===== src/dcache_cfg.svh =====
//##########################################################
// Data cache geometry
// Address, data, line and set sizes shared by all blocks
//##########################################################
`ifndef DCACHE_CFG_SVH
`define DCACHE_CFG_SVH

// CPU port
`define DC_ADDR_BITS 32
`define DC_DATA_BITS 64
`define DC_STRB_BITS 8

// Cache line, 256 bits
`define DC_LINE_BYTES 32
`define DC_LINE_OFFS_BITS 5

// Sets and ways
`define DC_SETS 16
`define DC_INDEX_BITS 4

// One LRU bit per set only covers two ways
`define DC_WAYS 2

// Address bits above index and offset
`define DC_TAG_BITS 23

`endif


===== src/dcache_bus_pkg.sv =====
//##########################################################
// Data cache bus types
// CPU and memory request and response structs
//##########################################################
`default_nettype none

`include "dcache_cfg.svh"

package dcache_bus_pkg;

    // CPU access kind
    typedef enum logic {
        MEM_OP_LOAD  = 1'b0,
        MEM_OP_STORE = 1'b1
    } mem_op_t;

    // CPU request, one 64-bit word with byte strobes
    typedef struct packed {
        mem_op_t                    op;
        logic [`DC_ADDR_BITS-1:0]   addr;
        logic [`DC_DATA_BITS-1:0]   wdata;
        logic [`DC_STRB_BITS-1:0]   wstrb;
    } cpu_req_t;

    typedef struct packed {
        logic [`DC_ADDR_BITS-1:0]   addr;
        logic [`DC_DATA_BITS-1:0]   rdata;
    } cpu_resp_t;

    // Line transfer to memory, addr is line aligned
    typedef struct packed {
        logic                           write;
        logic [`DC_ADDR_BITS-1:0]       addr;
        logic [`DC_LINE_BYTES*8-1:0]    data;
    } mem_req_t;

endpackage

`default_nettype wire


===== src/dcache_line_pkg.sv =====
//##########################################################
// Data cache line types
// Tag entry, way read and write records, controller states
//##########################################################
`default_nettype none

`include "dcache_cfg.svh"

package dcache_line_pkg;

    typedef struct packed {
        logic valid;
        logic dirty;
    } tag_flags_t;

    // Write command, broadcast to every way
    typedef struct packed {
        logic [`DC_INDEX_BITS-1:0]      index;
        logic [`DC_TAG_BITS-1:0]        tag;
        logic [`DC_LINE_BYTES*8-1:0]    data;
        logic [`DC_LINE_BYTES-1:0]      strb;
        tag_flags_t                     flags;
        logic                           we;
    } way_wr_t;

    // Lookup result of one way
    typedef struct packed {
        logic                           hit;
        logic [`DC_TAG_BITS-1:0]        tag;
        tag_flags_t                     flags;
        logic [`DC_LINE_BYTES*8-1:0]    data;
    } way_rd_t;

    typedef enum logic [2:0] {
        S_RESET,
        S_IDLE,
        S_CHECK_HIT,
        S_WB_GRANT,
        S_WB_WAIT,
        S_RD_GRANT,
        S_RD_WAIT,
        S_FILL
    } dc_state_t;

endpackage

`default_nettype wire


===== src/dcache_ctrl.sv =====
//##########################################################
// Data cache controller
// Lookup, write-back, refill with store merge, reset sweep
//##########################################################
`timescale 1ns/1ps
`default_nettype none

`include "dcache_cfg.svh"

module dcache_ctrl (
    input  wire logic                           i_clk,
    input  wire logic                           i_nrst,
    input  wire logic                           i_req_valid,
    input  wire dcache_bus_pkg::cpu_req_t       i_req,
    output logic                                o_req_ready,
    output logic                                o_resp_valid,
    output dcache_bus_pkg::cpu_resp_t           o_resp,
    input  wire logic                           i_resp_ready,
    output logic                                o_mem_valid,
    output dcache_bus_pkg::mem_req_t            o_mem_req,
    input  wire logic                           i_mem_ready,
    input  wire logic                           i_mem_data_valid,
    input  wire logic [`DC_LINE_BYTES*8-1:0]    i_mem_data,
    output logic [`DC_INDEX_BITS-1:0]           o_index,
    output dcache_line_pkg::way_wr_t            o_way_wr,
    output logic [`DC_WAYS-1:0]                 o_way_we,
    output logic                                o_lru_touch,
    output logic [$clog2(`DC_WAYS)-1:0]         o_lru_way,
    input  wire logic                           i_hit,
    input  wire logic [$clog2(`DC_WAYS)-1:0]    i_hit_way,
    input  wire logic [`DC_LINE_BYTES*8-1:0]    i_rd_line,
    input  wire logic [$clog2(`DC_WAYS)-1:0]    i_victim_way,
    input  wire logic [`DC_TAG_BITS-1:0]        i_victim_tag,
    input  wire dcache_line_pkg::tag_flags_t    i_victim_flags
);

    localparam int LINE_BITS     = `DC_LINE_BYTES * 8;
    localparam int WORD_LSB      = $clog2(`DC_STRB_BITS);
    localparam int WORD_SEL_BITS = $clog2(`DC_LINE_BYTES / `DC_STRB_BITS);

    dcache_line_pkg::dc_state_t         state;
    logic [`DC_INDEX_BITS-1:0]          sweep_cnt;
    logic                               mem_valid_q;
    logic [$clog2(`DC_WAYS)-1:0]        vict_way_q;
    dcache_bus_pkg::cpu_req_t           req_q;
    dcache_bus_pkg::mem_req_t           mem_req_q;
    logic [LINE_BITS-1:0]               fill_line_q;

    logic [`DC_INDEX_BITS-1:0]          req_index;
    logic [`DC_TAG_BITS-1:0]            req_tag;
    logic [`DC_ADDR_BITS-1:0]           req_line_addr;
    logic [WORD_SEL_BITS-1:0]           word_sel;
    logic                               is_store;
    logic                               wb_needed;
    logic                               resp_done;
    logic [`DC_LINE_BYTES-1:0]          line_strb;
    logic [LINE_BITS-1:0]               base_line;
    logic [LINE_BITS-1:0]               merged_line;

    assign req_index     = req_q.addr[`DC_LINE_OFFS_BITS +: `DC_INDEX_BITS];
    assign req_tag       = req_q.addr[`DC_ADDR_BITS-1 -: `DC_TAG_BITS];
    assign req_line_addr = {req_q.addr[`DC_ADDR_BITS-1:`DC_LINE_OFFS_BITS],
                            {`DC_LINE_OFFS_BITS{1'b0}}};
    assign word_sel      = req_q.addr[WORD_LSB +: WORD_SEL_BITS];
    assign is_store      = (req_q.op == dcache_bus_pkg::MEM_OP_STORE);
    assign wb_needed     = i_victim_flags.valid && i_victim_flags.dirty;

    // Store bytes placed over the way line or the refilled line
    always_comb begin
        line_strb = '0;
        if (is_store) begin
            line_strb[word_sel*`DC_STRB_BITS +: `DC_STRB_BITS] = req_q.wstrb;
        end
        base_line = (state == dcache_line_pkg::S_FILL) ? fill_line_q : i_rd_line;
        for (int b = 0; b < `DC_LINE_BYTES; b++) begin
            merged_line[b*8 +: 8] = line_strb[b] ? req_q.wdata[(b % `DC_STRB_BITS)*8 +: 8]
                                                 : base_line[b*8 +: 8];
        end
    end

    always_comb begin
        o_req_ready  = (state == dcache_line_pkg::S_IDLE);
        o_resp_valid = ((state == dcache_line_pkg::S_CHECK_HIT) && i_hit) ||
                       (state == dcache_line_pkg::S_FILL);
        o_resp.addr  = req_q.addr;
        o_resp.rdata = merged_line[word_sel*`DC_DATA_BITS +: `DC_DATA_BITS];
        resp_done    = o_resp_valid && i_resp_ready;
        o_mem_valid  = mem_valid_q;
        o_mem_req    = mem_req_q;
        o_lru_touch  = resp_done;
        o_lru_way    = (state == dcache_line_pkg::S_FILL) ? vict_way_q : i_hit_way;

        // Index of the new request while idle, else the held one
        case (state)
            dcache_line_pkg::S_RESET: o_index = sweep_cnt;
            dcache_line_pkg::S_IDLE:  o_index = i_req.addr[`DC_LINE_OFFS_BITS +: `DC_INDEX_BITS];
            default:                  o_index = req_index;
        endcase

        o_way_wr.index       = req_index;
        o_way_wr.tag         = req_tag;
        o_way_wr.data        = merged_line;
        o_way_wr.strb        = line_strb;
        o_way_wr.flags.valid = 1'b1;
        o_way_wr.flags.dirty = is_store;
        o_way_wr.we          = 1'b0;
        o_way_we             = '0;
        case (state)
            dcache_line_pkg::S_RESET: begin
                // Invalidate one set per cycle in all ways
                o_way_wr.index = sweep_cnt;
                o_way_wr.strb  = '0;
                o_way_wr.flags = '0;
                o_way_wr.we    = 1'b1;
                o_way_we       = '1;
            end
            dcache_line_pkg::S_CHECK_HIT: begin
                o_way_wr.we         = resp_done && is_store;
                o_way_we[i_hit_way] = 1'b1;
            end
            dcache_line_pkg::S_FILL: begin
                o_way_wr.strb        = '1;
                o_way_wr.we          = resp_done;
                o_way_we[vict_way_q] = 1'b1;
            end
            default: begin
            end
        endcase
    end

    always_ff @(posedge i_clk or negedge i_nrst) begin
        if (!i_nrst) begin
            state       <= dcache_line_pkg::S_RESET;
            sweep_cnt   <= '0;
            mem_valid_q <= 1'b0;
            vict_way_q  <= '0;
        end else begin
            case (state)
                dcache_line_pkg::S_RESET: begin
                    sweep_cnt <= sweep_cnt + 1'b1;
                    if (sweep_cnt == `DC_INDEX_BITS'(`DC_SETS - 1)) begin
                        state <= dcache_line_pkg::S_IDLE;
                    end
                end
                dcache_line_pkg::S_IDLE: begin
                    if (i_req_valid) begin
                        state <= dcache_line_pkg::S_CHECK_HIT;
                    end
                end
                dcache_line_pkg::S_CHECK_HIT: begin
                    if (i_hit) begin
                        if (i_resp_ready) begin
                            state <= dcache_line_pkg::S_IDLE;
                        end
                    end else begin
                        vict_way_q  <= i_victim_way;
                        mem_valid_q <= 1'b1;
                        state       <= wb_needed ? dcache_line_pkg::S_WB_GRANT
                                                 : dcache_line_pkg::S_RD_GRANT;
                    end
                end
                dcache_line_pkg::S_WB_GRANT: begin
                    if (i_mem_ready) begin
                        mem_valid_q <= 1'b0;
                        state       <= dcache_line_pkg::S_WB_WAIT;
                    end
                end
                dcache_line_pkg::S_WB_WAIT: begin
                    // Victim written, now fetch the requested line
                    if (i_mem_data_valid) begin
                        mem_valid_q <= 1'b1;
                        state       <= dcache_line_pkg::S_RD_GRANT;
                    end
                end
                dcache_line_pkg::S_RD_GRANT: begin
                    if (i_mem_ready) begin
                        mem_valid_q <= 1'b0;
                        state       <= dcache_line_pkg::S_RD_WAIT;
                    end
                end
                dcache_line_pkg::S_RD_WAIT: begin
                    if (i_mem_data_valid) begin
                        state <= dcache_line_pkg::S_FILL;
                    end
                end
                dcache_line_pkg::S_FILL: begin
                    if (i_resp_ready) begin
                        state <= dcache_line_pkg::S_IDLE;
                    end
                end
                default: begin
                    state <= dcache_line_pkg::S_IDLE;
                end
            endcase
        end
    end

    // Request, memory command and refill line
    always_ff @(posedge i_clk) begin
        if ((state == dcache_line_pkg::S_IDLE) && i_req_valid) begin
            req_q <= i_req;
        end
        if ((state == dcache_line_pkg::S_CHECK_HIT) && !i_hit) begin
            mem_req_q.write <= wb_needed;
            mem_req_q.addr  <= wb_needed ? {i_victim_tag, req_index, {`DC_LINE_OFFS_BITS{1'b0}}}
                                         : req_line_addr;
            mem_req_q.data  <= i_rd_line;
        end
        if ((state == dcache_line_pkg::S_WB_WAIT) && i_mem_data_valid) begin
            mem_req_q.write <= 1'b0;
            mem_req_q.addr  <= req_line_addr;
        end
        if ((state == dcache_line_pkg::S_RD_WAIT) && i_mem_data_valid) begin
            fill_line_q <= i_mem_data;
        end
    end

endmodule

`default_nettype wire


===== config.mk =====
export PLATFORM = sky130hd
export DESIGN_NAME = dcache_ctrl
export DESIGN_NICKNAME = d
export VERILOG_FILES = /design/src/dcache_bus_pkg.sv /design/src/dcache_line_pkg.sv /design/src/dcache_ctrl.sv
export VERILOG_INCLUDE_DIRS = /design/src
export SDC_FILE = /design/constraint.sdc
export NUM_CORES = 1
export LEC_CHECK = 0
export ABC_AREA = 0
export BUFFER_PORTS_ARGS = -buffer_cell sky130_fd_sc_hd__clkbuf_2
export CORE_AREA = 2 2 537 539
export CTS_CLUSTER_SIZE = 28
export DETAILED_ROUTE_END_ITERATION = 10
export DIE_AREA = 0 0 539 541
export GPL_TIMING_DRIVEN = 0
export PLACE_DENSITY_LB_ADDON = 0.12
export SLEW_MARGIN = 10
export SYNTH_ARGS = -nofsm -noshare
export SYNTH_HDL_FRONTEND = slang
export SYNTH_SLANG_ARGS = --single-unit

===== constraint.sdc =====
create_clock -name i_clk -period 60.4 [get_ports i_clk]
set_input_delay 3.02 -clock i_clk [delete_from_list [all_inputs] [get_ports i_clk]]
set_output_delay 3.02 -clock i_clk [all_outputs]
set_load 0.02 [all_outputs]

## Yosys cells after proc, flatten, opt, wreduce, memory -nomap -nowiden

Index checks and enable logic that the tools add are counted.

- Register bits: 659
- Output and inout bits: 714
- Logic and storage cells: 121

- Add/sub/neg operators: 2
- Order comparisons: 4
- Equality and inequality tests: 16
- Shift-type cells: 3
- Multiplexer cells: 62
- Bitwise logic cells: 2
- Reductions and logical operators: 19

Operator list:

| operator | count |
|---|---|
| two-way mux 288 bit | 1 |
| two-way mux 256 bit | 1 |
| two-way mux 8 bit | 32 |
| indexed part select 256 x 9 -> 64 bit | 1 |
| two-way mux 32 bit | 3 |
| case mux 32 bit (2 select lines) | 1 |
| negation 5 -> 34 bit | 1 |
| variable shift 8 x 34 -> 32 bit (first input constant) | 1 |
| indexed part select 8 x 34 -> 32 bit | 1 |
| bitwise AND 32 bit | 1 |
| two-way mux 3 bit | 9 |
| case mux 3 bit (8 select lines) | 1 |
| inequality test 2 bit (second input constant) | 7 |
| equality test 3 bit (second input constant) | 4 |
| logical AND 1 bit | 10 |
| case mux 4 bit (2 select lines) | 1 |
| equality test 3 x 2 -> 1 bit (second input constant) | 2 |
| two-way mux 1 bit | 6 |
| case mux 1 bit (3 select lines) | 2 |
| case mux 2 bit (3 select lines) | 1 |
| AND reduction 6 bit | 1 |
| adder 4 x 1 -> 4 bit (second input constant) | 1 |
| equality test 4 bit (second input constant) | 1 |
| < comparator 1 x 2 -> 1 bit (second input constant) | 2 |
| 15 further kinds | 17 |

## Depth between registers and ports, before layout

- Depth in word-level cells: 6
- Depth in mapped cells: 11
- Mapped depth without buffers: 6

## Least setup slack after synthesis

OpenSTA, ideal clock, no wires.

- Kind: input port to flip-flop
- Start: in i_hit
- End: reg mem_req_q (netlist bit o_mem_req[261]), enable pin
- Setup time: 0.382 ns
- Data arrival time: 22.511 ns
- Required time: 60.018 ns
- Setup slack: 37.507 ns
- Stages on the path: 5
- Buffers on the path: 2
- Path through: nor3_1 nor2_1 clkbuf_1 buf_1 inv_1

- Longest elaborated chain between the ends: 3

RTL lines:

| item | line | source |
|---|---|---|
| start, declared | dcache_ctrl.sv:29 | `input wire logic i_hit,` |
| logical NOT 1 bit | dcache_ctrl.sv:203 | `if ((state == dcache_line_pkg::S_CHECK_HIT) && !i_hit) begin` |
| logical AND 1 bit | dcache_ctrl.sv:203 |  |
| nonzero test 2 bit (no line) | n/a |  |
| end, declared | dcache_ctrl.sv:46 | `dcache_bus_pkg::mem_req_t mem_req_q;` |

No other way between the ends.
A chain may end at the register's enable or synchronous reset.

==> results_dict.tcl <==
set metrics [dict create \
    grt_max_degree 37 \
    power_leakage_uw 0.01757 \
    drv_cap 0 \
    core-area_um2 286400 \
    drive_gt1_share_pct 64.95 \
    die_h_um 541 \
    cts.sinks 654 \
    fmax_mhz 105.7 \
    postCtsSetupBuffers 0 \
    r2r-end "o_mem_req[136]" \
    ctsResizeCount 0 \
    fp.dieArea_um2 291600 \
    ir_drop_v 0.00002258 \
    synth_sequential_area_ratio_pct 66.94 \
    htree_levels 3 \
    drc 0 \
    slew_headroom_pct 17.37 \
    rsz0062_at_grt "no" \
    slew_violations 0 \
    worstSetupPathType "flop to output pin" \
    synth_edf_count 644 \
    rrSetupSlack_ps 56340 \
    drt_iter0_drc 1259 \
    mostFrequentLayoutCells "1369 x clkbuf_2, 644 x edfxtp_1, 305 x mux2_2, 141 x mux2_1, 100 x clkbuf_16" \
    min_period_ps 9459 \
    synth_ff_type "edfxtp_1" \
    yosys.cell_types.count 44 \
    place_area_um2 42200 \
    required_ps 57380 \
    rr_startpoint "state[0]" \
    numCtsBuffers 99 \
    vias 22648 \
    final_common_cell "clkbuf_2" \
    synth_area_um2 29250 \
    fin_crit_sh_pct 15.66 \
    synth_cells 1638 \
    syn_to_final_growth_pct 55.10 \
    holdPathEnd "o_mem_req[288]" \
    powerDensity_nw_per_um2 41.30 \
    yosysWarnings 0 \
    hold_buffers 0 \
    tns_ps 0 \
    setup_viol 0 \
    critPathArrivalTime_ps 6440 \
    min_from "o_mem_req[288]" \
    drtAntennaViolNets 0 \
    cts_root_buf "clkbuf_16" \
    ios 1365 \
    start_util_pct 10.21 \
    clk_path_buf_depth 4 \
    finalHoldViolCount 0 \
    finClkSkew_ps 46.22 \
    num_rows 197 \
    place.gp.congestion 0.7706 \
    syn_area_per_cell_um2 17.86 \
    status "complete, no violations" \
    dp_slack_ps 51340 \
    grt_antenna_before_repair 80 \
    io_buffer_count 1359 \
    holdPathStages 2 \
    dp_hpwl_um 197500 \
    stdcell_area_um2 45370 \
    viasPerCell 3.204 \
    synthArstFlopShare_pct 1.376 \
    fin_nets 3841 \
    timing.final.ws_setup_ps 50940 \
    die_w_um 539 \
    grt_pass1_wl_um 295700 \
    ys_seq_elements 654 \
    grt_pass1_vias 24107 \
    wirelength_um 240100 \
    hold_class "flop to flop" \
    tritoncts "yes" \
    grt_overflow_total 0 \
    insertion_delay_ps 830 \
    ff2ff_path_depth 15 \
    dr.pass1.iters 5 \
    path_max_fanout 12 \
    worst_pin_slew_ps 1239 \
    cp-end-kind "output pin" \
    routedWlPerCell_um 33.98 \
    worstSetupStartpointType "flop" \
    setup.worst_path.start "o_resp[68]" \
    track_usage_pct 15.90 \
    path_clk_slew_ps 60 \
]
[logic make-up (layout without fill, tap and decap cells)]
group / count (synthesis) / in the layout / share of synthesized area, %
compound gates: 95 / 95 / 1.826
simple gates: 170 / 170 / 2.819
xor+xnor: 4 / 4 / 0.1198
fa+ha+maj: 6 / 6 / 0.2566
other cells: 1 / 37 / 0.01282
buf+inv: 144 / 1757 / 3.396
flops: 654 / 654 / 66.94
mux: 564 / 564 / 24.63
[stage by stage]
| stage | instances | util [%] | total power [µW] | hold slack (ps) |
|---|---|---|---|---|
| after floorplan | 1642 | - | 932.1 | 480.9 |
| after global placement | 6782 | 14.25 | 1363 | 471.2 |
| after detailed placement | 6864 | 14.73 | 1334 | 486.3 |
| after CTS | 7036 | 15.81 | 1938 | 496.4 |
| after global routing | 7042 | 15.82 | 1965 | 517.1 |
| final | 7068 | 15.84 | 1874 | 489.3 |
[routing by layer]
layer  global-route usage, %  wire, µm  up-vias
met3                   6.418     22760      238
met1                   18.50     96250    11561
met2                   27.36    116400     1219
li1                        -         -     9590
met4                   3.066      4500       40
met5                       0       252        -
[synthesized netlist by cell type (2+ instances only)]
cell type	count	share of area, %
a21o_1	9	0.23
a21oi_1	30	0.51
edfxtp_1	644	66
buf_6	28	1.1
nand3_1	18	0.31
xor2_1	2	0.060
mux4_2	64	4.9
nor4bb_1	5	0.17
mux2_1	141	5.4
buf_1	6	0.077
nor3_2	7	0.24
nor3_1	10	0.17
or2_2	2	0.043
and2_1	3	0.064
mux2_2	305	12
and3_1	2	0.043
inv_1	5	0.064
nand2b_1	4	0.086
xnor2_1	2	0.060
o21ai_0	37	0.63
buf_4	60	1.5
mux2_4	40	2.1
dfrtp_1	9	0.77
clkbuf_1	30	0.38
ha_1	6	0.26
mux2i_1	14	0.48
nand4_1	10	0.21
buf_2	14	0.24
nor2b_1	6	0.13
a31oi_1	12	0.26
nand2_1	90	1.2
nor2_1	11	0.14
[how the worst max path moves through the flow]
stage                     endpoint  slack, ps  depth (start not counted)
floorplan           o_mem_req[261]      37510                          5
global placement    o_mem_req[286]      17900                          6
detailed placement      o_resp[61]      51340                         12
CTS                     o_resp[61]      50440                         12
global route            o_resp[61]      50460                         12
finish                  o_resp[61]      50940                         12
[where the power goes]
part,total [µW],switching [µW],internal (µW)
sequential,583,22.3,561
clock,584,243,340
combinational,707,494,213
[state kept, by name, summed over array words and instances (netlist names)]
register,count
state,3
is_store,1
fill_line_q,256
o_mem_req,284
vict_way_q,1
o_mem_valid,1
sweep_cnt,4
o_resp,32
req_q,72
[critical path, stage by stage, from the launching register on]
cell and delay, ps:
edfxtp_1 430, clkbuf_2 290, buf_12 230, inv_1 110, clkbuf_4 570, ha_1 250, buf_2 260, nor4bb_1 250
clkbuf_1 790, nand2_1 900, mux2_2 620, mux4_2 590, clkbuf_2 210
[cell type report]
class / count / area [µm²]
tap: 3781 / 4731
fill: 32022 / 241000
clock inverter: 49 / 506.7
buffer: 138 / 996.0
clock buffer: 123 / 2589
inverter: 6 / 23.77
antenna: 32 / 80.08
sequential: 654 / 19580
timing repair buffer: 1441 / 8097
multi-input combinational: 844 / 8766
Power figures use the tool's default switching activity.
