[src/dcache_cfg.svh]
//##########################################################
// Data cache geometry
// Address, data, line and set sizes shared by all blocks
//##########################################################
`ifndef DCACHE_CFG_SVH
`define DCACHE_CFG_SVH

// CPU port
`define DC_ADDR_BITS 32
`define DC_DATA_BITS 64
`define DC_STRB_BITS 8

// Cache line, 256 bits
`define DC_LINE_BYTES 32
`define DC_LINE_OFFS_BITS 5

// Sets and ways
`define DC_SETS 16
`define DC_INDEX_BITS 4

// One LRU bit per set only covers two ways
`define DC_WAYS 2

// Address bits above index and offset
`define DC_TAG_BITS 23

`endif

[src/dcache_line_pkg.sv]
//##########################################################
// Data cache line types
// Tag entry, way read and write records, controller states
//##########################################################
`default_nettype none

`include "dcache_cfg.svh"

package dcache_line_pkg;

    typedef struct packed {
        logic valid;
        logic dirty;
    } tag_flags_t;

    // Write command, broadcast to every way
    typedef struct packed {
        logic [`DC_INDEX_BITS-1:0]      index;
        logic [`DC_TAG_BITS-1:0]        tag;
        logic [`DC_LINE_BYTES*8-1:0]    data;
        logic [`DC_LINE_BYTES-1:0]      strb;
        tag_flags_t                     flags;
        logic                           we;
    } way_wr_t;

    // Lookup result of one way
    typedef struct packed {
        logic                           hit;
        logic [`DC_TAG_BITS-1:0]        tag;
        tag_flags_t                     flags;
        logic [`DC_LINE_BYTES*8-1:0]    data;
    } way_rd_t;

    typedef enum logic [2:0] {
        S_RESET,
        S_IDLE,
        S_CHECK_HIT,
        S_WB_GRANT,
        S_WB_WAIT,
        S_RD_GRANT,
        S_RD_WAIT,
        S_FILL
    } dc_state_t;

endpackage

`default_nettype wire

[src/dcache_way_select.sv]
//##########################################################
// Data cache way select
// Hit merge, line mux, victim choice and per-set LRU bits
//##########################################################
`timescale 1ns/1ps
`default_nettype none

`include "dcache_cfg.svh"

module dcache_way_select (
    input  wire logic                                       i_clk,
    input  wire logic                                       i_nrst,
    input  wire dcache_line_pkg::way_rd_t [`DC_WAYS-1:0]    i_rd,
    input  wire logic [`DC_INDEX_BITS-1:0]                  i_index,
    input  wire logic                                       i_lru_touch,
    input  wire logic [$clog2(`DC_WAYS)-1:0]                i_lru_way,
    output logic                                            o_hit,
    output logic [$clog2(`DC_WAYS)-1:0]                     o_hit_way,
    output logic [`DC_LINE_BYTES*8-1:0]                     o_rd_line,
    output logic [$clog2(`DC_WAYS)-1:0]                     o_victim_way,
    output logic [`DC_TAG_BITS-1:0]                         o_victim_tag,
    output dcache_line_pkg::tag_flags_t                     o_victim_flags
);

    localparam int WAY_BITS = $clog2(`DC_WAYS);

    // Per set, the way used least recently
    logic [`DC_SETS-1:0] lru_q;
    logic                found_invalid;

    always_comb begin
        o_hit         = 1'b0;
        o_hit_way     = '0;
        found_invalid = 1'b0;
        o_victim_way  = lru_q[i_index];
        for (int w = 0; w < `DC_WAYS; w++) begin
            o_hit = o_hit | i_rd[w].hit;
            if (i_rd[w].hit) begin
                o_hit_way = WAY_BITS'(w);
            end
            // An empty way wins over the LRU choice
            if (!i_rd[w].flags.valid && !found_invalid) begin
                found_invalid = 1'b1;
                o_victim_way  = WAY_BITS'(w);
            end
        end
        o_victim_tag   = i_rd[o_victim_way].tag;
        o_victim_flags = i_rd[o_victim_way].flags;
        // On a miss the victim line goes out for write-back
        o_rd_line = o_hit ? i_rd[o_hit_way].data : i_rd[o_victim_way].data;
    end

    always_ff @(posedge i_clk or negedge i_nrst) begin
        if (!i_nrst) begin
            lru_q <= '0;
        end else if (i_lru_touch) begin
            lru_q[i_index] <= ~i_lru_way;
        end
    end

endmodule

`default_nettype wire

[config.mk]
export PLATFORM = sky130hd
export DESIGN_NAME = dcache_way_select
export DESIGN_NICKNAME = d
export VERILOG_FILES = /design/src/dcache_line_pkg.sv /design/src/dcache_way_select.sv
export VERILOG_INCLUDE_DIRS = /design/src
export SDC_FILE = /design/constraint.sdc
export NUM_CORES = 1
export LEC_CHECK = 0
export BUFFER_PORTS_ARGS = -buffer_cell sky130_fd_sc_hd__buf_2
export CAP_MARGIN = 20
export CORE_AREA = 2 2 331 333
export CTS_CLUSTER_DIAMETER = 150
export DETAILED_ROUTE_END_ITERATION = 7
export DIE_AREA = 0 0 333 335
export PLACE_DENSITY = 0.3
export SLEW_MARGIN = 20
export SYNTH_ARGS = -nofsm -noshare
export SYNTH_HDL_FRONTEND = slang
export SYNTH_SLANG_ARGS = --single-unit
[constraint.sdc]
create_clock -name i_clk -period 2.59 [get_ports i_clk]
set_input_delay 0.259 -clock i_clk [delete_from_list [all_inputs] [get_ports i_clk]]
set_output_delay 0.259 -clock i_clk [all_outputs]
set_load 0.005 [all_outputs]
After elaboration in Yosys (flattened, before gate mapping):

Cells that the tools add are included.

* order comparisons: 4
* multiplexer cells: 13
* bitwise operators: 2
* reduce and logical (&&, ||, !) cells: 3

Operators with widths (count)
* two-way mux 256 bit: 3
* two-way mux 281 bit: 2
* bitwise mux 16 bit: 1
* less-than comparator 4 x 5 -> 1 bit (second input constant): 1
* two-way mux 1 bit: 5
* binary-select mux 1 bit (select 4 bit): 1
* demux 1 bit (select 4 bit): 1
* >= comparator 4 x 1 -> 1 bit (second input constant): 1
* less-than comparator 1 x 2 -> 1 bit (second input constant): 2
* logical AND 1 bit: 2
* zero test 1 bit: 1
* NOT 1 bit: 1
* bitwise OR 1 bit: 1

* flip-flop bits (word level): 16
* input port bits: 572
* word-level logic and storage cells: 23

Depth between registers and ports, before layout:

Gate-level depths: netlist (run 1).

* word-level depth: 7
* gate-level depth with buffers: 8

Least setup slack after synthesis (run 1):

Ideal clock, no wire load.

* path kind: input-to-output
* start: in i_index[2]
* end: out o_rd_line[185]
* arrival: 2043 ps
* path slack: 288 ps
* stages: 8
* path buffers: 4
* path through: clkbuf_1 > nor2b_1 > clkbuf_1 > a31oi_1 > a41oi_1 > buf_2 > buf_2 > mux2_1

* longest elaborated chain between the ends: 7

Ends and longest elaborated chain
* start: declaration: line dcache_way_select.sv:14 `` input wire logic [`DC_INDEX_BITS-1:0] i_index, ``
* binary-select mux 1 bit (select 4 bit): line dcache_way_select.sv:35 `o_victim_way = lru_q[i_index];`
* two-way mux 1 bit (implied by the code): line dcache_way_select.sv:35
* two-way mux 1 bit (2 in a row): line dcache_way_select.sv:42 `if (!i_rd[w].flags.valid && !found_invalid) begin`
* two-way mux 281 bit (implied by the code) (2 in a row): line dcache_way_select.sv:50 `o_rd_line = o_hit ? i_rd[o_hit_way].data : i_rd[o_victim_way].data;`
* two-way mux 256 bit: line dcache_way_select.sv:50
* end: declaration: line dcache_way_select.sv:19 `` output logic [`DC_LINE_BYTES*8-1:0] o_rd_line, ``

No other way between the ends. The select of a mux whose other input is x is not followed.

Final worst setup path (run 1):

* start: reg lru_q[11]
* end: out o_rd_line[128]

* longest elaborated chain between the ends: 7

Ends and longest elaborated chain
* start: declaration: line dcache_way_select.sv:28 `` logic [`DC_SETS-1:0] lru_q; ``
* start signal: indexed assignment: line dcache_way_select.sv:57 `lru_q[i_index] <= ~i_lru_way;`
* binary-select mux 1 bit (select 4 bit): line dcache_way_select.sv:35
* two-way mux 1 bit (implied by the code): line dcache_way_select.sv:35
* two-way mux 1 bit (2 in a row): line dcache_way_select.sv:42
* two-way mux 281 bit (implied by the code) (2 in a row): line dcache_way_select.sv:50
* two-way mux 256 bit: line dcache_way_select.sv:50

No other way between the ends. The select of a mux whose other input is x is not followed.

==> run summary, run 1 <==
Placed cell count = 2682
Synth-to-layout area growth = 161.2%
Bufs on Longest Clock Path = 2
Clock Sinks = 16
Routed WL per cell = 29.27 um
TritonCTS clock tree = yes
Skew-Pair Late Insertion Delay = 0.25 ns
Die width = 333 um
IO buf count = 855
Detailed placement HPWL = 75050 um
Hold Path End = lru_q[8]
#FFs+latches synth = 16
CP arrival = 2.66 ns
Syn. warnings = 0
H-tree Lvls = 1
Grt total ovfl = 0
Vias in the first global route = 7458
Status = finished, violations left
Startpoint of the worst hold path = i_lru_way
Net Sw Frac = 48.67%
Mapped Area = 0.004217 mm^2
Setup Buffers After CTS = 0
Nets = 1847
Adder-cell share of the synthesized area = 0%
Core area = 0.1081 mm^2
DR pass1 iterations = 4
FF-to-FF End = lru_q[15]
Pwr/cell area = 323.0 mW/mm^2
Yosys top cell area share = 64.36%
Final Util = 10.19%
MaxCap Viol Count = 0
Netlist cell types = 27
Slew Limit Fails = 0
RSZ-0062 raised after global routing = true
Die Footprint = 0.1116 mm^2
Clock Pin Slew Worst Setup and Hold Paths = 0.05 ns
TritonCTS Buffers = 3
Routability cong. = 0.8853
Clock root buffer = clkbuf_16
Hold Path Stages = 2
Mean Syn Cell Area = 10.33 um^2
Tcrit/Tclk final = 112.6%
Crit Path Max Fanout = 28
Largest register FFs = 16
Synth Area in Compound Gates = 4.481%
PnR worst setup slack = -0.3267 ns
Largest net degree at the start of global routing = 28
Std-Cell Rows = 121
Seq. cell area = 400.4 um^2
First-pass GRT wire length = 93650 um
Worst Path Required = 2.33 ns
FF-to-FF Start = lru_q[15]
Max frequency = 0.3429 GHz
Pre-CTS setup slack = -0.3440 ns
Worst-Margin Slew = 0.4141 ns
IO Pins = 856
Final Non-Filler Cells = 2691
DR vias = 7310
Routed Wire Length = 78770 um
HP Class = input port to flop
Setup violators final = 256
Synthesized net count = 980
Minimum clock period = 2.917 ns
Filler cells = 12780
Post-synthesis mux area share = 76.91%
Initial antenna violation count = 26
Leak = 5.321 nW
Largest registers = lru_q: 16 flops
Total track usage = 13.25%
Synth area leaders = mux2_1 64%, mux2_2 11%, dfrtp_1 9.5%
Max Clock Skew = 0 ns
Share of layout cells above drive strength 1 = 81.87%
Sequential cell area fraction in the yosys report = 9.496%
Leading area contributor after synthesis = mux2_1
P_sw = 0.001731 W
Final Hold Fails = 0
Failing checks = setup timing
Critical Path Source Type = flop
Reg2Reg Setup Slack = 1.87 ns
Logic gate share of total power = 80.8%
Initial Util = 3.901%
Critical path class = flop to output port
Cells after Synth = 408
Main combinational cell family by area after synthesis = multiplexers
DRT antenna net count = 0
FF-to-FF path depth = 2
Most frequent cells in the layout = 808 x buf_2, 156 x mux2_1, 110 x mux2_2
Cell Int Power = 0.001826 W
Commonest non-fill, non-tap cell in the layout = buf_2
DRC violations left = 0
Crit path capture type = output port
Peak VDD IR = 0.0001611 V
Die H = 335 um
Post-synthesis xor/xnor area fraction = 0%
Sequential share of power = 9.6%
First DRT Iteration DRCs = 291
Clock share of power = 9.6%
Simple-gate area share of the yosys netlist = 4.006%
Total negative slack = -50.26 ns
Multi-input logic area = 0.003707 mm^2
Hold slack = 0.4234 ns
Worst slew margin = 72.34%
Largest register by flop count = lru_q
Via/cell ratio = 2.716
==> what timing repair did <==
item	4_1_cts	5_1_grt
hold endpoints to repair	16	0
endpoints found under the setup margin	280	280
gates cloned	0	1
resized for setup	123	55
hold buffers	1	0
==> logic make-up (layout without fill, tap and decap cells) <==
logic type             Yosys count  count (layout)
DFF                             16              16
and+or+nand+nor                 29              29
AOI/OAI and AO/OA               31              31
muxes                          286             286
buffers and inverters           46             912
other                            0               3
==> stage by stage <==
step,area (um^2),total power (W)
2_1_floorplan,4217,0.001143
4_1_cts,10840,0.003593
5_1_grt,11010,0.003761
3_5_place_dp,10540,0.003123
3_3_place_gp,10540,0.003143
6_report,11010,0.003557
==> power groups by stage <==
stage	registers, W	logic [W]	clock network (W)
after floorplan	0.000331	0.000812	0
after global placement	0.000354	0.00279	0
after global routing	0.000350	0.00305	0.000361
final	0.000341	0.00287	0.000341
after CTS	0.000342	0.00290	0.000347
after detailed placement	0.000346	0.00278	0
==> critical path, cell delays in order, from the launching register on <==
cell     delay (ns)
dfrtp_1        0.39
mux4_2         0.50
a22oi_2        0.16
buf_4          0.15
a41oi_4        0.15
buf_12         0.20
buf_6          0.21
mux2_1         0.37
buf_2          0.19
==> cell usage after synthesis <==
master,instances
a31oi_1,9
nor2b_1,3
nand3_1,2
or2_2,1
nand2b_1,1
and3b_1,3
a22oi_1,1
mux2_2,43
dfrtp_1,16
and3_1,2
nand2_1,3
mux2_1,241
nor3_1,1
clkbuf_1,11
buf_4,1
mux4_2,2
nor2_1,7
inv_1,3
a222oi_1,1
a41oi_1,2
a21oi_1,11
or3b_2,1
o21ai_0,4
buf_2,31
o21a_1,1
nor3b_1,5
o31ai_1,2
==> routing by layer <==
metal	track usage, %	up-vias	part of all wire [%]
li1	-	3281	-
met1	18.38	3434	46
met2	21.57	537	45
met3	3.614	38	8.6
met4	0.08665	20	0.15
met5	0	-	0.19
==> cell type report <==
type / count / share of cell area [%]
antenna: 3 / 0.06817
clock buffer: 4 / 0.8067
inverter: 3 / 0.1023
multi-input combinational: 346 / 33.67
sequential: 16 / 3.636
tap: 1414 / 16.07
timing repair buffer: 905 / 45.65
==> worst max-delay path by stage <==
stage / start / end
after floorplan: i_index[2] / o_rd_line[185]
after global placement: i_index[1] / o_rd_line[76]
after detailed placement: i_index[1] / o_rd_line[76]
after CTS: lru_q[11] / o_rd_line[6]
after global routing: lru_q[10] / o_rd_line[6]
final: lru_q[11] / o_rd_line[128]
(Power assumes the default switching activity.)
==> run 2: changes to the inputs <==
--- a/config.mk
+++ b/config.mk
@@ -6,14 +6,14 @@
 export SDC_FILE = /design/constraint.sdc
 export NUM_CORES = 1
 export LEC_CHECK = 0
-export BUFFER_PORTS_ARGS = -buffer_cell sky130_fd_sc_hd__buf_2
 export CAP_MARGIN = 20
-export CORE_AREA = 2 2 331 333
+export CORE_AREA = 10 10 324 326
 export CTS_CLUSTER_DIAMETER = 150
 export DETAILED_ROUTE_END_ITERATION = 7
-export DIE_AREA = 0 0 333 335
+export DIE_AREA = 0 0 334 336
+export DONT_BUFFER_PORTS = 1
 export PLACE_DENSITY = 0.3
-export SLEW_MARGIN = 20
+export SLEW_MARGIN = 10
 export SYNTH_ARGS = -nofsm -noshare
 export SYNTH_HDL_FRONTEND = slang
 export SYNTH_SLANG_ARGS = --single-unit
==> run summary, run 2 (synthesis results as in run 1) <==
TritonCTS clock tree = yes
HP Class = input port to flop
Hold slack = 0.1093 ns
Critical path class = flop to output port
Std-Cell Rows = 115
Metal3 WL = 11070 um
Sequential share of power = 11.4%
Net Sw Frac = 48.90%
RSZ-0062 raised after global routing = true
WL met1 = 32030 um
MaxCap Viol Count = 0
Peak VDD IR = 0.0001592 V
FF-to-FF path depth = 3
DR pass1 iterations = 5
IO Pins = 856
First DRT Iteration DRCs = 264
Cell Int Power = 0.001527 W
Met2 wire length = 36780 um
Hold Path Stages = 1
Skew-Pair Late Insertion Delay = 0.25 ns
Pwr/cell area = 407.3 mW/mm^2
Leak = 2.618 nW
Crit Path Max Fanout = 54
Failing checks = setup timing
Largest register by flop count = lru_q
Routed Wire Length = 81710 um
Final Hold Fails = 0
Total track usage = 13.41%
Tcrit/Tclk final = 108.7%
Worst-Margin Slew = 0.8436 ns
TritonCTS Buffers = 3
CP max-delay cell = mux4_2
DRT antenna net count = 0
Routability cong. = 0.8588
Logic gate share of total power = 78.6%
Largest net degree at the start of global routing = 55
Max layer used = met5
Routed WL per cell = 47.12 um
Share of layout cells above drive strength 1 = 80.60%
Clock Pin Slew Worst Setup and Hold Paths = 0.05 ns
Max incr delay on CP = 0.48 ns
CP arrival = 2.56 ns
Minimum clock period = 2.816 ns
Synth-to-layout area growth = 74.01%
Setup violators final = 256
Die H = 336 um
First-pass GRT wire length = 91490 um
Core area = 0.09813 mm^2
Slew Limit Fails = 0
PnR worst setup slack = -0.2260 ns
Power Total = 0.002988 W
Commonest non-fill, non-tap cell in the layout = mux2_4
Clock root buffer = clkbuf_16
Worst slew margin = 43.58%
Largest registers = lru_q: 16 flops
Largest register FFs = 16
IO buf count = 0
Max frequency = 0.3551 GHz
DRC violations left = 0
Die width = 334 um
Initial antenna violation count = 75
Grt total ovfl = 0
Worst path cell trace = mux4_2 > a22oi_2 > buf_4 > a41oi_4 > buf_12 > buf_16 > mux2_4 > buf_6
Clock share of power = 10.1%
Die Footprint = 0.1122 mm^2
Vias in the first global route = 4707
Detailed placement HPWL = 74590 um
H-tree Lvls = 1
Initial Util = 4.297%
Clock Sinks = 16
Status = finished, violations left
Nets = 1007
Critical Path Source Type = flop
DR vias = 4562
Crit path capture type = output port
P_sw = 0.001461 W
Max Clock Skew = 0 ns
Via/cell ratio = 2.631
Most frequent cells in the layout = 142 x mux2_4, 133 x mux2_2, 20 x buf_12, 20 x buf_4, 16 x dfrtp_1
Bufs on Longest Clock Path = 2
Worst Path Required = 2.33 ns
==> run 2: final cells by class <==
class	instances	area (um^2)
well taps	1287	1610
multi-input cells	346	4173
flip-flops and latches	16	400.4
fillers	11398	90790
repair buffers	65	1032
diodes	14	35.03
clock buffers	3	75.07
inverters	3	11.26
==> run 2: what timing repair did <==
item                                   CTS  global route
buffers inserted                        12             1
gates cloned                            11             1
hold buffers                             1             0
resized for setup                      339            45
endpoints found under the hold margin   16             0
pin swaps                                2             1
setup endpoints to repair              258           272
==> run 2: path summary, 6_finish.rpt <==
check	from	end	slack [ns]
setup / recovery	lru_q[10]	o_rd_line[154]	-0.23
hold / removal	i_lru_way	lru_q[8]	0.11
setup reg to reg	lru_q[10]	lru_q[10]	1.79
hold reg to reg	lru_q[13]	lru_q[13]	0.48
max in group asynchronous	i_nrst	lru_q[5]	1.50
min in group asynchronous	i_nrst	lru_q[6]	0.56
==> run 2: worst max-delay path: cells and delay by family (launching register included) <==
| family | cells | cell delay [ns] |
|---|---|---|
| flip-flops | 1 | 0.37 |
| AO/OA/AOI/OAI | 2 | 0.29 |
| buffers and inverters | 4 | 0.68 |
| multiplexers | 2 | 0.86 |
==> run 2: metal layers <==
layer	vias to the layer above	track usage, %
met5	-	0
met4	70	0.5131
met3	148	7.926
met2	596	22.33
met1	2134	15.41
li1	1614	-
==> run 2: power by group through the flow <==
| stage | sequential [W] | combinational (W) | clock, W |
|---|---|---|---|
| 2_1_floorplan | 0.000331 | 0.000812 | 0 |
| 3_3_place_gp | 0.000340 | 0.00186 | 0 |
| 3_5_place_dp | 0.000343 | 0.00188 | 0 |
| 4_1_cts | 0.000339 | 0.00244 | 0.000307 |
| 5_1_grt | 0.000345 | 0.00248 | 0.000321 |
| 6_report | 0.000340 | 0.00235 | 0.000301 |
==> run 2: per-stage QoR <==
step	utilization [%]	setup WS, ns	setup TNS, ns	area, um^2	cells
finish	7.477	-0.2260	-27.93	7337	1734
CTS	7.330	-0.2479	-34.61	7193	1720
global placement	6.282	-0.2219	-3.226	6165	1693
floorplan	-	0.2878	0	4217	408
detailed placement	6.282	-0.2325	-4.968	6165	1693
global route	7.456	-0.2925	-45.81	7317	1726
==> run 3: changes to the inputs <==
--- a/config.mk
+++ b/config.mk
@@ -13,6 +13,7 @@
 export DIE_AREA = 0 0 334 336
 export DONT_BUFFER_PORTS = 1
 export PLACE_DENSITY = 0.3
+export RECOVER_POWER = 100
 export SLEW_MARGIN = 10
 export SYNTH_ARGS = -nofsm -noshare
 export SYNTH_HDL_FRONTEND = slang
==> run summary, run 3 (synthesis results as in run 1) <==
Nets = 1007
Max Clock Skew = 0 ns
TritonCTS clock tree = yes
Clock root buffer = clkbuf_16
DRC violations left = 0
CP Launch Point = lru_q[10]
Core area = 0.09813 mm^2
HP Class = input port to flop
Critical path class = flop to output port
IO buf count = 0
CP arrival = 2.56 ns
Bufs on Longest Clock Path = 2
Setup violators final = 256
Filler cells = 11401
Largest registers = lru_q: 16 flops
Largest register by flop count = lru_q
Commonest non-fill, non-tap cell in the layout = mux2_4
Hold slack = 0.1095 ns
IO Pins = 856
DR vias = 4539
FF-to-FF End = lru_q[10]
Tcrit/Tclk final = 108.9%
Die width = 334 um
First DRT Iteration DRCs = 232
Largest net degree at the start of global routing = 55
Die H = 336 um
Slew Limit Fails = 0
Multi-input logic area = 0.004173 mm^2
Detailed placement HPWL = 74590 um
Std-Cell Rows = 115
CP top delay family = multiplexers
Final Hold Fails = 0
Initial antenna violation count = 75
PnR worst setup slack = -0.2301 ns
Failing checks = setup timing
Seq. cell area = 400.4 um^2
Peak VDD IR = 0.0001593 V
Max frequency = 0.3546 GHz
Routed WL per cell = 47.13 um
Crit Path Max Fanout = 54
Largest register FFs = 16
DR pass1 iterations = 5
Pwr/cell area = 406.5 mW/mm^2
Critical path buffer and inverter count = 4
MaxCap Viol Count = 0
Grt total ovfl = 0
Total track usage = 13.41%
CP Capture Point = o_rd_line[154]
Worst path cell trace = mux4_2 > a22oi_2 > buf_4 > a41oi_4 > buf_12 > buf_16 > mux2_4 > buf_6
DRT antenna net count = 0
CP Depth = 8
FF-to-FF path depth = 3
Minimum clock period = 2.820 ns
RSZ-0062 raised after global routing = true
Leak = 2.614 nW
Worst slew margin = 44.23%
Crit path capture type = output port
Final Util = 7.465%
Reg2Reg Setup Slack = 1.79 ns
Worst-Margin Slew = 0.8338 ns
First-pass GRT wire length = 91490 um
FF-to-FF Start = lru_q[10]
Vias in the first global route = 4707
Status = finished, violations left
Max incr delay on CP = 0.48 ns
Most frequent cells in the layout = 142 x mux2_4, 130 x mux2_2, 20 x buf_12
Via/cell ratio = 2.621
Synth-to-layout area growth = 73.74%
Routability cong. = 0.8588
H-tree Lvls = 1
CP max-delay cell = mux4_2
Die Footprint = 0.1122 mm^2
Critical Path Source Type = flop
Share of layout cells above drive strength 1 = 79.68%
Initial Util = 4.297%
TritonCTS Buffers = 3
Skew-Pair Late Insertion Delay = 0.25 ns
Clock Sinks = 16
Worst Path Required = 2.33 ns
Routed Wire Length = 81620 um
Clock Pin Slew Worst Setup and Hold Paths = 0.05 ns
[run 3: worst register-to-register path, stage by stage, from the launching register on]
cell and delay, ns:
dfrtp_1 0.37, buf_4 0.13, a21oi_1 0.10, a31oi_1 0.05
[run 3: metal layers]
metal  vias up  GRT usage (%)  share of wire [%]
met5         -              0               0.56
met4        72         0.5131                1.7
met3       150          7.926                 14
met2       594          22.33                 45
met1      2109          15.41                 39
li1       1614              -                  -
[run 3: repair_timing]
action | 4_1_cts | 5_1_grt
cloned | 11 | 1
setup endpoints to repair | 258 | 272
resized for setup | 339 | 45
hold endpoints to repair | 16 | 0
setup buffers | 12 | 1
pin swaps | 2 | 1
hold buffers | 1 | 0
[run 3: how the worst min path moves through the flow]
stage	end	cells past startpoint	from	slack, ns
floorplan	lru_q[0]	0	i_nrst	-0.04
global placement	lru_q[15]	0	i_nrst	-0.03
detailed placement	lru_q[7]	0	i_nrst	-0.03
CTS	lru_q[1]	1	i_lru_way	0.10
global route	lru_q[1]	1	i_lru_way	0.10
finish	lru_q[8]	1	i_lru_way	0.11
[run 3: per-stage QoR]
stage               total power, W  worst slack (ns)  std cells  area (um^2)  TNS, ns
floorplan                 0.001143            0.2878        408         4217        0
finish                    0.002978           -0.2301       1732         7326   -27.54
global route              0.003144           -0.2925       1726         7311   -45.97
detailed placement        0.002222           -0.2325       1693         6165   -4.968
CTS                       0.003088           -0.2479       1720         7193   -34.61
global placement          0.002204           -0.2219       1693         6165   -3.226
[run 3: power by group]
part	internal, W	total [W]	leakage [nW]	switching [W]
clock network	0.000203	0.000301	0.0370	0.0000979
registers	0.000308	0.000340	0.188	0.0000321
logic	0.00101	0.00234	2.39	0.00132
total	0.00152	0.00298	2.61	0.00145
[run 3: cell type report]
class	count	area share (%)
inverter	3	0.1537
timing repair buffer	65	14.01
sequential	16	5.465
multi-input combinational	346	56.96
tap	1287	21.98
antenna	12	0.4099
clock buffer	3	1.025
